<file path="src/logic/pad_dma_pkg.sv">
// Shared widths and bus types for the mirror-padding DMA engine
// The AXI structs carry only the fields the engine drives or samples

`default_nettype none

package pad_dma_pkg;

    parameter int ADDR_W  = 32;  // Byte address
    parameter int DATA_W  = 32;  // One matrix element per beat
    parameter int WIDTH_W = 6;   // Matrix width N, 1 to 63
    parameter int LEN_W   = 8;   // AXI4 burst length field

    // Job description written by software
    typedef struct packed {
        logic [ADDR_W-1:0]  src_addr;
        logic [ADDR_W-1:0]  dst_addr;
        logic [WIDTH_W-1:0] mat_width;
    } dma_cfg_t;

    // Read address channel
    typedef struct packed {
        logic [ADDR_W-1:0] addr;
        logic [LEN_W-1:0]  len;   // Beats minus one
    } axi_ar_t;

    // Write address channel
    typedef struct packed {
        logic [ADDR_W-1:0] addr;
        logic [LEN_W-1:0]  len;   // Beats minus one
    } axi_aw_t;

    // Read data channel
    typedef struct packed {
        logic [DATA_W-1:0] data;
        logic [1:0]        resp;
        logic              last;
    } axi_r_t;

    // Write data channel, all byte lanes enabled
    typedef struct packed {
        logic [DATA_W-1:0] data;
        logic              last;
    } axi_w_t;

    // Write response channel
    typedef struct packed {
        logic [1:0] resp;
    } axi_b_t;

endpackage

`default_nettype wire

</file>
<file path="src/logic/pad_word_fifo.sv">
// Show-ahead word FIFO between the row reader and the row writer
// The oldest word sits on head_o; a pop retires it at the same edge

`timescale 1ns/1ps
`default_nettype none

module pad_word_fifo #(
    parameter int DEPTH  = 16,
    parameter int DATA_W = 32
) (
    input  wire                 clk,
    input  wire                 rst_n,
    input  wire                 push_i,
    input  wire  [DATA_W-1:0]   push_data_i,
    output logic                full_o,
    input  wire                 pop_i,
    output logic [DATA_W-1:0]   head_o,
    output logic                empty_o
);
    localparam int PTR_W = (DEPTH > 1) ? $clog2(DEPTH) : 1;
    localparam int CNT_W = $clog2(DEPTH + 1);

    logic [DATA_W-1:0] mem [DEPTH];
    logic [PTR_W-1:0]  wr_ptr;
    logic [PTR_W-1:0]  rd_ptr;
    logic [CNT_W-1:0]  count;     // Words held
    logic              do_push;
    logic              do_pop;

    assign do_push = push_i && !full_o;
    assign do_pop  = pop_i && !empty_o;

    assign full_o  = (count == CNT_W'(DEPTH));
    assign empty_o = (count == '0);
    assign head_o  = mem[rd_ptr];

    always_ff @(posedge clk) begin
        if (do_push) begin
            mem[wr_ptr] <= push_data_i;
        end
    end

    // Pointers wrap at DEPTH, which need not be a power of two
    always_ff @(posedge clk) begin
        if (!rst_n) begin
            wr_ptr <= '0;
            rd_ptr <= '0;
            count  <= '0;
        end else begin
            if (do_push) begin
                wr_ptr <= (wr_ptr == PTR_W'(DEPTH - 1)) ? '0 : wr_ptr + 1'b1;
            end
            if (do_pop) begin
                rd_ptr <= (rd_ptr == PTR_W'(DEPTH - 1)) ? '0 : rd_ptr + 1'b1;
            end
            case ({do_push, do_pop})
                2'b10:   count <= count + 1'b1;
                2'b01:   count <= count - 1'b1;
                default: count <= count;
            endcase
        end
    end

    a_no_pop_empty: assert property (@(posedge clk) disable iff (!rst_n)
        pop_i |-> !empty_o);

endmodule

`default_nettype wire

</file>
<file path="src/logic/pad_row_reader.sv">
// Source row reader of the padding DMA
// Fetches rows 1, 1, 2 .. N, N as N-beat bursts and pushes every beat
// into the word FIFO, stalling R while the FIFO is full

`timescale 1ns/1ps
`default_nettype none

module pad_row_reader (
    input  wire                               clk,
    input  wire                               rst_n,
    input  wire                               launch_i,
    input  wire pad_dma_pkg::dma_cfg_t        job_i,
    output pad_dma_pkg::axi_ar_t              ar_o,
    output logic                              arvalid_o,
    input  wire                               arready_i,
    input  wire pad_dma_pkg::axi_r_t          r_i,
    input  wire                               rvalid_i,
    output logic                              rready_o,
    output logic                              push_o,
    output logic [pad_dma_pkg::DATA_W-1:0]    push_data_o,
    input  wire                               full_i
);
    import pad_dma_pkg::*;

    typedef enum logic [1:0] {
        S_IDLE,
        S_AR,
        S_R
    } state_t;

    state_t               state;
    logic [ADDR_W-1:0]    src_addr;
    logic [WIDTH_W-1:0]   mat_width;
    logic [WIDTH_W:0]     out_row;    // Output row, 0 to N+1
    logic [WIDTH_W-1:0]   src_row;    // Clamped to 1..N
    logic [2*WIDTH_W-1:0] row_words;
    logic                 last_row;
    logic                 r_fire;

    // Border rows reuse the nearest edge row
    always_comb begin
        if (out_row == '0) begin
            src_row = WIDTH_W'(1);
        end else if (out_row > {1'b0, mat_width}) begin
            src_row = mat_width;
        end else begin
            src_row = out_row[WIDTH_W-1:0];
        end
    end

    assign row_words = (src_row - 1'b1) * mat_width;
    assign last_row  = (out_row == {1'b0, mat_width} + 1'b1);

    always_comb begin
        ar_o.addr = src_addr + ADDR_W'({row_words, 2'b00});
        ar_o.len  = LEN_W'(mat_width - 1'b1);
    end

    assign arvalid_o   = (state == S_AR);
    assign rready_o    = (state == S_R) && !full_i;   // Back-pressure from FIFO
    assign r_fire      = rvalid_i && rready_o;
    assign push_o      = r_fire;
    assign push_data_o = r_i.data;

    always_ff @(posedge clk) begin
        if (!rst_n) begin
            state   <= S_IDLE;
            out_row <= '0;
        end else begin
            case (state)
                S_IDLE: begin
                    if (launch_i) begin
                        out_row <= '0;
                        state   <= S_AR;
                    end
                end
                S_AR: begin
                    if (arready_i) begin
                        state <= S_R;
                    end
                end
                S_R: begin
                    if (r_fire && r_i.last) begin
                        if (last_row) begin
                            state <= S_IDLE;   // Bottom border row fetched
                        end else begin
                            out_row <= out_row + 1'b1;
                            state   <= S_AR;
                        end
                    end
                end
                default: state <= S_IDLE;
            endcase
        end
    end

    // Job fields held for the whole read stream
    always_ff @(posedge clk) begin
        if (launch_i) begin
            src_addr  <= job_i.src_addr;
            mat_width <= job_i.mat_width;
        end
    end

    a_width_nonzero: assert property (@(posedge clk) disable iff (!rst_n)
        launch_i |-> job_i.mat_width != '0);

    // The writer only launches once the previous read stream has drained
    a_launch_idle: assert property (@(posedge clk) disable iff (!rst_n)
        launch_i |-> state == S_IDLE);

    a_no_push_full: assert property (@(posedge clk) disable iff (!rst_n)
        push_o |-> !full_i);

endmodule

`default_nettype wire

</file>
<file path="src/logic/pad_row_writer.sv">
// Padded row writer and job owner of the padding DMA
// Accepts the job, launches the reader and writes each output row as one
// N+2 beat burst, repeating the first and last column of the source row

`timescale 1ns/1ps
`default_nettype none

module pad_row_writer (
    input  wire                               clk,
    input  wire                               rst_n,
    input  wire pad_dma_pkg::dma_cfg_t        cfg_i,
    input  wire                               start_i,
    output logic                              done_o,
    output logic                              launch_o,
    output pad_dma_pkg::dma_cfg_t             job_o,
    output logic                              pop_o,
    input  wire  [pad_dma_pkg::DATA_W-1:0]    head_i,
    input  wire                               empty_i,
    output pad_dma_pkg::axi_aw_t              aw_o,
    output logic                              awvalid_o,
    input  wire                               awready_i,
    output pad_dma_pkg::axi_w_t               w_o,
    output logic                              wvalid_o,
    input  wire                               wready_i,
    input  wire pad_dma_pkg::axi_b_t          b_i,
    input  wire                               bvalid_i,
    output logic                              bready_o
);
    import pad_dma_pkg::*;

    typedef enum logic [1:0] {
        S_IDLE,
        S_AW,
        S_W,
        S_B
    } state_t;

    state_t                 state;
    dma_cfg_t               cfg_q;
    logic [WIDTH_W:0]       row;        // Output row, 0 to N+1
    logic [WIDTH_W:0]       col;        // Output column, 0 to N+1
    logic [WIDTH_W:0]       last_idx;   // N+1
    logic [2*WIDTH_W+1:0]   row_words;
    logic [DATA_W-1:0]      last_word;  // Source column N of this row
    logic                   tail_col;
    logic                   w_fire;

    assign last_idx  = {1'b0, cfg_q.mat_width} + 1'b1;
    assign row_words = row * (last_idx + 1'b1);
    assign tail_col  = (col == last_idx);

    always_comb begin
        aw_o.addr = cfg_q.dst_addr + ADDR_W'({row_words, 2'b00});
        aw_o.len  = LEN_W'(last_idx);
        w_o.data  = tail_col ? last_word : head_i;
        w_o.last  = tail_col;
    end

    assign awvalid_o = (state == S_AW);
    assign wvalid_o  = (state == S_W) && (tail_col || !empty_i);
    assign w_fire    = wvalid_o && wready_i;
    assign pop_o     = w_fire && (col != '0) && !tail_col;   // Column 0 only peeks
    assign bready_o  = (state == S_B);
    assign job_o     = cfg_q;

    always_ff @(posedge clk) begin
        if (!rst_n) begin
            state    <= S_IDLE;
            done_o   <= 1'b1;
            launch_o <= 1'b0;
            row      <= '0;
            col      <= '0;
        end else begin
            launch_o <= 1'b0;
            case (state)
                S_IDLE: begin
                    if (start_i) begin
                        done_o   <= 1'b0;
                        launch_o <= 1'b1;
                        row      <= '0;
                        col      <= '0;
                        state    <= S_AW;
                    end
                end
                S_AW: begin
                    if (awready_i) begin
                        state <= S_W;
                    end
                end
                S_W: begin
                    if (w_fire) begin
                        if (tail_col) begin
                            col   <= '0;
                            state <= S_B;
                        end else begin
                            col <= col + 1'b1;
                        end
                    end
                end
                S_B: begin
                    // Response code is not checked
                    if (bvalid_i) begin
                        if (row == last_idx) begin
                            done_o <= 1'b1;
                            state  <= S_IDLE;
                        end else begin
                            row   <= row + 1'b1;
                            state <= S_AW;
                        end
                    end
                end
                default: state <= S_IDLE;
            endcase
        end
    end

    always_ff @(posedge clk) begin
        if (state == S_IDLE && start_i) begin
            cfg_q <= cfg_i;
        end
    end

    always_ff @(posedge clk) begin
        if (pop_o) begin
            last_word <= head_i;   // Replayed as the right border
        end
    end

    a_w_after_aw: assert property (@(posedge clk) disable iff (!rst_n)
        wvalid_o |-> !awvalid_o);

endmodule

`default_nettype wire

</file>
<file path="src/logic/pad_dma_top.sv">
// Mirror-padding DMA engine top level
// Row reader feeds the word FIFO, the row writer drains it to the AXI write port

`timescale 1ns/1ps
`default_nettype none

module pad_dma_top #(
    parameter int FIFO_DEPTH = 16,
    parameter int DATA_W     = pad_dma_pkg::DATA_W
) (
    input  wire                           clk,
    input  wire                           rst_n,
    input  wire pad_dma_pkg::dma_cfg_t    cfg_i,
    input  wire                           start_i,
    output logic                          done_o,
    output pad_dma_pkg::axi_ar_t          ar_o,
    output logic                          arvalid_o,
    input  wire                           arready_i,
    input  wire pad_dma_pkg::axi_r_t      r_i,
    input  wire                           rvalid_i,
    output logic                          rready_o,
    output pad_dma_pkg::axi_aw_t          aw_o,
    output logic                          awvalid_o,
    input  wire                           awready_i,
    output pad_dma_pkg::axi_w_t           w_o,
    output logic                          wvalid_o,
    input  wire                           wready_i,
    input  wire pad_dma_pkg::axi_b_t      b_i,
    input  wire                           bvalid_i,
    output logic                          bready_o
);
    import pad_dma_pkg::*;

    logic              launch;
    dma_cfg_t          job;
    logic              push;
    logic [DATA_W-1:0] push_data;
    logic              full;
    logic              pop;
    logic [DATA_W-1:0] head;
    logic              empty;

    pad_row_reader u_reader (
        .clk         (clk),
        .rst_n       (rst_n),
        .launch_i    (launch),
        .job_i       (job),
        .ar_o        (ar_o),
        .arvalid_o   (arvalid_o),
        .arready_i   (arready_i),
        .r_i         (r_i),
        .rvalid_i    (rvalid_i),
        .rready_o    (rready_o),
        .push_o      (push),
        .push_data_o (push_data),
        .full_i      (full)
    );

    pad_word_fifo #(
        .DEPTH  (FIFO_DEPTH),
        .DATA_W (DATA_W)
    ) u_fifo (
        .clk         (clk),
        .rst_n       (rst_n),
        .push_i      (push),
        .push_data_i (push_data),
        .full_o      (full),
        .pop_i       (pop),
        .head_o      (head),
        .empty_o     (empty)
    );

    pad_row_writer u_writer (
        .clk       (clk),
        .rst_n     (rst_n),
        .cfg_i     (cfg_i),
        .start_i   (start_i),
        .done_o    (done_o),
        .launch_o  (launch),
        .job_o     (job),
        .pop_o     (pop),
        .head_i    (head),
        .empty_i   (empty),
        .aw_o      (aw_o),
        .awvalid_o (awvalid_o),
        .awready_i (awready_i),
        .w_o       (w_o),
        .wvalid_o  (wvalid_o),
        .wready_i  (wready_i),
        .b_i       (b_i),
        .bvalid_i  (bvalid_i),
        .bready_o  (bready_o)
    );

endmodule

`default_nettype wire

</file>
<file path="config.mk">
export PLATFORM = sky130hd
export DESIGN_NAME = pad_dma_top
export DESIGN_NICKNAME = d
export VERILOG_FILES = /design/src/logic/pad_dma_pkg.sv /design/src/logic/pad_word_fifo.sv /design/src/logic/pad_row_reader.sv /design/src/logic/pad_row_writer.sv /design/src/logic/pad_dma_top.sv
export SDC_FILE = /design/constraint.sdc
export NUM_CORES = 1
export LEC_CHECK = 0
export BUFFER_PORTS_ARGS = -buffer_cell sky130_fd_sc_hd__buf_2
export CAP_MARGIN = 5
export CORE_MARGIN = 1.5
export CORE_UTILIZATION = 63
export DETAILED_ROUTE_END_ITERATION = 8
export PLACE_DENSITY = 0.81
export SLEW_MARGIN = 20
export SYNTH_ARGS = -nofsm -noshare
export SYNTH_HDL_FRONTEND = slang
export SYNTH_SLANG_ARGS = --single-unit
</file>
<file path="constraint.sdc">
create_clock -name clk -period 16.8 [get_ports clk]
set_input_delay 3.36 -clock clk [delete_from_list [all_inputs] [get_ports clk]]
set_output_delay 3.36 -clock clk [all_outputs]
set_load 0.01 [all_outputs]
</file>
After elaboration in Yosys (flattened, before gate mapping)
Memories as Yosys holds them, arrays and structs flattened. A register that Yosys moved wholly into a read port is not among the register bits. Cells that the tools add are included.

Bits in registers: 180. RAM bits: 512. Input bits: 115. Memories: 1.

$add $sub $neg: 14. Multipliers: 2. Order comparisons: 1. Equality and inequality tests: 24. Multiplexer cells: 38. Reductions and logical operators: 30.

Memories: u_fifo.mem (depth 16, bits a word 32, read ports 1, clocked after memory_dff 1, write ports 1, line pad_word_fifo.sv:23) `logic [DATA_W-1:0] mem [DEPTH];`.

Operator list (count): $mux 7 (8); $pmux 7 s2 (3); $add 32x14->32 (1); $add 32x16->32 (1); $mux 32 (1); $add 7x1->7 const B (3); $eq 7x7->1 (3); $mux 2 (8); $mux 4 (4); $add 6x1->7 const B (2); $mul 7x14->14 (1); $sub 6x1->7 const B (2); $mul 12x6->12 (1); $mux 6 (2); $ne 2x1->1 const B (6); $reduce_and 4->1 (3); $logic_and 1x1->1 (10); $ne 2x2->1 const B (5); $pmux 5 s2 (1); $add 4x1->4 const B (2); $add 7x1->8 const B (1); $eq 2x2->1 const B (4); $eq 4x4->1 const B (2); $mux 1 (8); other kinds (18) (27).

Longest topological paths before layout
Gate-level depths: netlist of run 1.

Depth in word-level cells: 10. Depth in mapped cells: 33.

By module
A second synthesis of run 1 with hierarchy kept.

Cells, all modules: 2044. Area, all modules: 33223.1 um^2.

Modules (own cells, without submodules): pad_word_fifo (times used 1, cells each 824, area each 20469.6 um^2, sequential area each 15715.1 um^2); pad_row_writer (times used 1, cells each 664, area each 7687.4 um^2, sequential area each 3423.3 um^2); pad_row_reader (times used 1, cells each 556, area each 5066.1 um^2, sequential area each 1321.3 um^2).

Least setup slack after synthesis of run 1
No wires, ideal clock.

Path kind: register to output. Start point: register u_writer.cfg_q, in the netlist u_writer.job_o[1]. End point: output port aw_o[39] in the netlist's numbering. Arrival: 7.013 ns. Data required time: 13.440 ns. Path slack: 6.427 ns. Stages on the path, launching flop included: 27. Path buffers: 1. Cells stage by stage: edfxtp_1 > ha_1 > and2_0 > buf_2 > xor2_1 > nand3_1 > xnor2_1 > nand2_1 > fa_1 > inv_1 > ha_1 > inv_1 > fa_1 > fa_1 > inv_1 > ha_1 > nor2b_1 > or4_1 > a41o_1 > o41a_1 > xnor2_1 > ha_1 > nand3_1 > or4_1 > o22ai_1 > nand4_1 > xnor2_1.

RTL lines: start, declared (line pad_row_writer.sv:39) `dma_cfg_t cfg_q;`; start signal, assigned (line pad_row_writer.sv:119) `cfg_q <= cfg_i;`; end, declared (line pad_dma_top.sv:22) `output pad_dma_pkg::axi_aw_t aw_o,`.

==> results.py, run 1 <==
metrics = {
    "run_status": {
        "outcome": "complete, no violations",
    },
    "sta": {
        "setup_total_negative_slack_ns": 0,
        "layout_min_cycle_time_ns": 12.26,
        "rsz0062_at_grt": "no",
        "finalCritPeriodShare": 0.730,
        "slew_headroom": 0.231,
        "timing_worst_slew_pin_value_ns": 1.15,
        "total_setup_violations_reported_at_the_end_of_the_flow": 0,
        "worst_case_clock_skew_ns": 0.0218,
        "finalHoldViolations": 0,
        "final_number_of_max_transition_violations": 0,
        "max_clock_freq_mhz": 81.6,
    },
    "floorplan": {
        "floorplan.initialDensity": 0.640,
        "num_io_pins": 234,
        "std_cell_rows": 82,
        "die-height_um": 229,
        "coreArea_um2": 50400,
        "floorplan.die.width_um": 229,
        "floorplan.die_area_um2": 52500,
    },
    "detailed_routing": {
        "post_drt_via_cell_ratio": 6.40,
        "drt_wl_total_um": 77300,
        "final_antenna_net_count": 0,
        "dr_wl_met2_um": 39600,
        "drc": 0,
        "routed_wl_per_cell_um": 26.1,
        "drt_pass1_iterations": 5,
        "route.met3.wl_um": 6360,
        "via_count": 18952,
        "top_signal_layer_used": "met5",
        "drt-initial-drc-count": 1925,
        "m1WireLength_um": 28700,
    },
    "logic_synthesis": {
        "main_combinational_cell_family_by_area_after_synthesis": "multiplexers",
        "synth_cells": 1987,
        "synth-main-ff-cell": "edfxtp_1",
        "post_synth.cell_area_avg_um2": 16.2,
        "yosys-mux-area-fraction": 0.127,
        "synth-warning-count": 0,
        "synthXorXnorAreaFrac": 0.0321,
        "synth_cell_type_count": 77,
        "synth-seq-cells": 696,
        "fraction_of_the_mapped_netlist_area_in_compound_gates": 0.0400,
        "seq_area_frac_synth": 0.635,
        "async_flop_share": 0,
        "netlist_area_before_placement_um2": 32200,
        "yosys.area_share.adder": 0.0756,
        "area_fraction_in_and_or_nand_and_nor_cells_after_synthesis": 0.0647,
        "number_of_enable_type_register_cells_in_the_synthesized_netlist": 652,
    },
    "final_layout": {
        "drive_above_1_share": 0.259,
        "filler_cell_count": 3008,
        "stdcell_area_um2": 36500,
        "area.sequential_um2": 20500,
        "syn_to_final_growth_pct": 13.2,
        "multi_input_comb_area_um2": 11100,
        "final_net_count": 2509,
    },
    "clocking": {
        "cts_tree": "yes",
        "cts_setup_buffers": 0,
        "tritoncts_num_sinks": 696,
        "cts_max_level": 3,
        "clock-root-buffer": "clkbuf_16",
        "tritoncts_buffers": 71,
        "ctsHoldBuffers": 0,
        "clockBufferDepth": 3,
        "clkSlewWorstSetupHoldPaths_ns": 0.06,
        "clock_insertion_delay_worst_skew_ns": 0.61,
        "post_cts.resized_instances": 0,
    },
    "worst_setup_path": {
        "worst_setup_sp_type": "flip-flop",
        "cp_slowest_cell": "edfxtp_1",
        "worst_ep_arrival_time_ns": 8.90,
        "critical_path_cell_by_cell": "ha_1 -> nand3_1 -> xnor2_1 -> nand3_1 -> xnor2_1 -> nand2_1 -> fa_1 -> fa_1 -> fa_1 -> inv_1 -> fa_1 -> ha_1 -> a21boi_0 -> o21ai_0 -> a211oi_1 -> or4_1 -> nand3_1 -> ha_1 -> nand3_1 -> or4_1 -> o22ai_1 -> nand4_1 -> xnor2_1 -> buf_2",
        "critPathRequiredTime_ns": 13.44,
        "critical_path.max_fanout": 13,
        "critical-path-max-stage-delay_ns": 0.74,
        "type_of_the_worst_setup_path": "reg2out",
        "end_kind": "primary output",
    },
    "placement": {
        "place.gp.congestion": 0.904,
        "detailedPlacementHpwl_um": 43300,
        "placed_cell_area_um2": 34200,
        "numPortBuffers": 228,
    },
    "worst_hold_path": {
        "min-delay-path-class": "reg2reg",
    },
    "power": {
        "ir_drop_mv": 0.113,
        "total_power_mw": 4.02,
        "pwr_cell_area_nw_per_um2": 110,
        "total_leakage_power_nw": 12.9,
    },
    "grt": {
        "grt.overflow.total": 0,
        "grt_antenna_before_repair": 5,
        "grt_first_pass_wirelength_um": 116000,
        "grt_start_max_net_pins": 77,
        "grt_pass1_vias": 19255,
        "grt.total_usage": 0.298,
    },
    "job": {
        "maxCapViolations": 0,
    },
}
critical path, delay by kind of cell, from the launching register on:
kind,cells,cell delay (ns)
AOI/OAI and AO/OA,4,1.27
xor gates and xnor gates,3,1.14
adders and majority gates,7,3.18
buffers and inverters,2,0.20
DFF,1,0.74
and+or+nand+nor,8,1.75
state kept, by name, summed over array words and instances (netlist names), named ones only:
| name | cells |
|---|---|
| u_writer.done_o | 1 |
| u_reader.state | 2 |
| u_fifo.mem | 512 |
| u_fifo.count | 5 |
| u_writer.job_o | 70 |
| u_reader.mat_width | 6 |
| u_writer.state | 2 |
| u_fifo.wr_ptr | 4 |
| u_writer.col | 7 |
| u_writer.launch_o | 1 |
| u_reader.src_addr | 32 |
| u_fifo.rd_ptr | 4 |
| u_writer.last_word | 32 |
| u_writer.row | 7 |
| u_reader.out_row | 7 |
Yosys cell counts, types with 7 or more instances:
cell type	instances	area share
o21ai_0	39	0.0061
o21a_1	9	0.0021
clkbuf_1	56	0.0065
or4_1	7	0.0016
edfxtp_1	652	0.61
xor2_1	27	0.0073
nand4_1	16	0.0031
a21o_1	16	0.0037
fa_1	58	0.036
nand3b_1	7	0.0016
nand2b_1	13	0.0025
a31oi_1	14	0.0027
dfxtp_1	44	0.027
mux2_2	34	0.012
nand3_1	30	0.0047
o211ai_1	9	0.0021
a21oi_1	60	0.0093
and3_1	24	0.0047
and4_1	8	0.0022
buf_4	8	0.0019
and2_1	35	0.0068
mux2i_1	11	0.0034
xnor2_1	84	0.023
nand2_1	106	0.012
or3_1	8	0.0016
nor3_1	36	0.0056
mux4_2	160	0.11
inv_1	116	0.014
nor2b_1	14	0.0027
ha_1	102	0.040
nor2_1	81	0.0094
buf_2	20	0.0031
metal layers:
metal  track usage  up-vias
met4         0.102        6
met1         0.384     9622
met5             0        -
met3        0.0549      192
met2         0.511     1026
li1              -     8106
final cells by class:
type,instances,area share
clock buffer,94,0.0531
tap,672,0.0230
multi-input combinational,1091,0.304
antenna,3,0.000206
timing repair buffer,258,0.0381
clock inverter,32,0.00885
inverter,116,0.0119
sequential,696,0.561
where the power goes:
part	switching, mW	internal (mW)	total (mW)
combinational	0.276	0.161	0.436
sequential	0.0538	1.98	2.04
clock	0.670	0.881	1.55
total	1.00	3.02	4.02
cells in the final DEF (no fill, tap or decap), drive strengths merged, types with 58 or more instances in the layout:
cell type and instances:
a21oi 60, mux4 160, fa 58, edfxtp 652
clkbuf 94, ha 102, xnor2 85, nor2 82
buf 258, inv 119, nand2 106
metrics by stage:
stage | util | setup WS [ns] | hold slack (ns) | cells
6_report | 0.724 | 4.54 | 0.418 | 2962
5_1_grt | 0.724 | 3.96 | 0.423 | 2961
2_1_floorplan | - | 6.43 | 0.400 | 1992
3_3_place_gp | 0.679 | 5.40 | 0.401 | 2832
3_5_place_dp | 0.679 | 5.27 | 0.405 | 2832
4_1_cts | 0.724 | 4.58 | 0.418 | 2958
path summary, 6_finish.rpt:
check / startpoint / endpoint / slack (ns) / cells after the start
max: u_writer.job_o[0] / aw_o[33] / 4.54 / 24
min: u_writer.job_o[41] / u_reader.src_addr[3] / 0.42 / 0
max reg2reg: u_writer.job_o[0] / u_fifo.count[4] / 12.24 / 16
min reg2reg: u_writer.job_o[41] / u_reader.src_addr[3] / 0.42 / 0
cell families after synthesis:
group | count (synthesis)
AO/OA/AOI/OAI | 198
XOR/XNOR | 114
adder cells (fa/ha/maj) | 160
buffers and inverters | 205
flip-flops | 696
multiplexers | 205
other | 2
AND/OR/NAND/NOR | 407
Note: power is estimated with default switching activity, not from simulation.
==> inputs of run 2 (changes only) <==
CORE_UTILIZATION = 55   (was 63)
PLACE_DENSITY = 0.75   (was 0.81)
clock period = 10.8 ns   (was 16.8 ns; I/O delays follow)
==> results.py, run 2 (synthesis gave the netlist of run 1 again) <==
metrics = {
    "floorplan": {
        "floorplan.die.width_um": 245,
        "std_cell_rows": 88,
        "floorplan.initialDensity": 0.558,
        "floorplan.die_area_um2": 60100,
        "coreArea_um2": 57800,
        "num_io_pins": 234,
        "die-height_um": 245,
    },
    "sta": {
        "finalCritPeriodShare": 0.967,
        "max_clock_freq_mhz": 95.8,
        "total_setup_violations_reported_at_the_end_of_the_flow": 0,
        "timing_worst_slew_pin_value_ns": 1.04,
        "finalHoldViolations": 0,
        "rsz0062_at_grt": "yes",
        "layout_min_cycle_time_ns": 10.44,
        "final_number_of_max_transition_violations": 0,
        "slew_headroom": 0.306,
        "worst_case_clock_skew_ns": 0.0499,
    },
    "grt": {
        "grt.total_usage": 0.244,
        "grt_pass1_vias": 18577,
        "grt_antenna_before_repair": 4,
        "grt_start_max_net_pins": 129,
        "grt.overflow.total": 0,
        "grt_first_pass_wirelength_um": 110000,
    },
    "clocking": {
        "clock_insertion_delay_worst_skew_ns": 0.64,
        "tritoncts_num_sinks": 696,
        "tritoncts_buffers": 72,
        "clockBufferDepth": 3,
        "cts_tree": "yes",
        "clkSlewWorstSetupHoldPaths_ns": 0.06,
        "ctsHoldBuffers": 0,
        "cts_max_level": 3,
        "clock-root-buffer": "clkbuf_16",
    },
    "worst_setup_path": {
        "launch_point_of_the_critical_path": "u_writer.job_o[1]",
        "end_kind": "primary output",
        "worst_ep_arrival_time_ns": 8.28,
        "worst-r2r-setup-slack_ns": 6.54,
        "timing.critical_path.max_delay_family": "adder cells",
        "worstPathBufferInverterCount": 4,
        "critical_path.max_fanout": 10,
        "crit_path_frequent_cell": "ha_1",
        "cp_slowest_cell": "fa_1",
        "worst_r2r_startpoint": "u_writer.job_o[1]",
        "critical-path-max-stage-delay_ns": 0.56,
        "critPathRequiredTime_ns": 8.64,
        "type_of_the_worst_setup_path": "reg2out",
        "worst_setup_sp_type": "flip-flop",
    },
    "power": {
        "total_leakage_power_nw": 13.0,
        "ir_drop_mv": 0.164,
        "total_power_mw": 6.35,
        "pwr_cell_area_nw_per_um2": 172,
    },
    "detailed_routing": {
        "drt_pass1_iterations": 5,
        "drc": 0,
        "drt-initial-drc-count": 1753,
        "post_drt_via_cell_ratio": 5.99,
        "final_antenna_net_count": 0,
        "routed_wl_per_cell_um": 23.7,
        "drt_wl_total_um": 72500,
        "via_count": 18353,
    },
    "final_layout": {
        "final_net_count": 2516,
        "registers.top_by_ff_count": "u_fifo.mem",
        "multi_input_comb_area_um2": 11100,
        "stdcell_area_um2": 36900,
        "area.sequential_um2": 20500,
        "drive_above_1_share": 0.268,
        "syn_to_final_growth_pct": 14.4,
        "leading_cell_types_in_the_layout_fill_and_taps_excluded": "edfxtp_1, buf_2, mux4_2",
        "largest_register_ffs": 512,
        "filler_cell_count": 3991,
        "layout.cells.most_common": "edfxtp_1",
        "final_util": 0.638,
    },
    "worst_hold_path": {
        "min-delay-path-class": "reg2reg",
        "hold_sp": "u_writer.job_o[66]",
    },
    "placement": {
        "placed_cell_area_um2": 34300,
        "place.gp.congestion": 0.888,
        "numPortBuffers": 228,
        "detailedPlacementHpwl_um": 41700,
    },
    "run_status": {
        "outcome": "complete, no violations",
    },
    "job": {
        "maxCapViolations": 0,
    },
}
[run 2: cell count changes in the layout (fill, tap and decap cells not counted), moves of 2 or more]
cell,delta
xnor2_2,+3
buf_4,+5
bufinv_16,+3
clkbuf_16,-2
clkinv_4,-2
clkinv_2,+7
clkinv_16,+4
clkbuf_1,-8
clkinv_1,+2
buf_12,+2
inv_8,+2
xnor2_1,-4
[run 2: layout make-up]
type / instances / area share
multi-input cells: 1091 / 0.302
well taps: 765 / 0.0260
clock buffers: 83 / 0.0500
inverters: 116 / 0.0118
clock inverters: 46 / 0.0153
diodes: 3 / 0.000204
repair buffers: 264 / 0.0395
flip-flops and latches: 696 / 0.555
[run 2: worst paths after layout]
check / to / depth (start not counted)
setup / recovery: aw_o[39] / 26
hold / removal: u_reader.src_addr[28] / 0
setup reg to reg: u_fifo.count[4] / 17
hold reg to reg: u_reader.src_addr[28] / 0
[run 2: metrics by stage]
stage	hold WS [ns]	worst slack, ns	TNS, ns	cells
after floorplan	0.400	1.63	0	1992
after global placement	0.401	0.928	0	2926
after detailed placement	0.405	0.692	0	2926
after CTS	0.413	0.00803	0	3055
after global routing	0.422	-0.116	-0.366	3063
final	0.412	0.360	0	3064
[run 2: metal layers]
metal  routed length (um)  vias to the layer above  track usage  share of wire
li1                     -                     8106            -              -
met1                28200                     9284        0.318           0.39
met2                37200                      813        0.419           0.51
met3                 5360                      146       0.0470          0.074
met4                 1630                        4       0.0683          0.023
met5                   31                        -            0        0.00043
[run 2: power breakdown]
part	switching (mW)	internal, mW	total, mW
sequential	0.0822	3.08	3.17
clock	1.07	1.42	2.49
combinational	0.433	0.261	0.694
total	1.58	4.77	6.35
[run 2: repair_timing]
item | CTS | global route
gates resized for setup | 0 | 8
setup endpoints to repair | 0 | 19
buffers inserted | 0 | 4
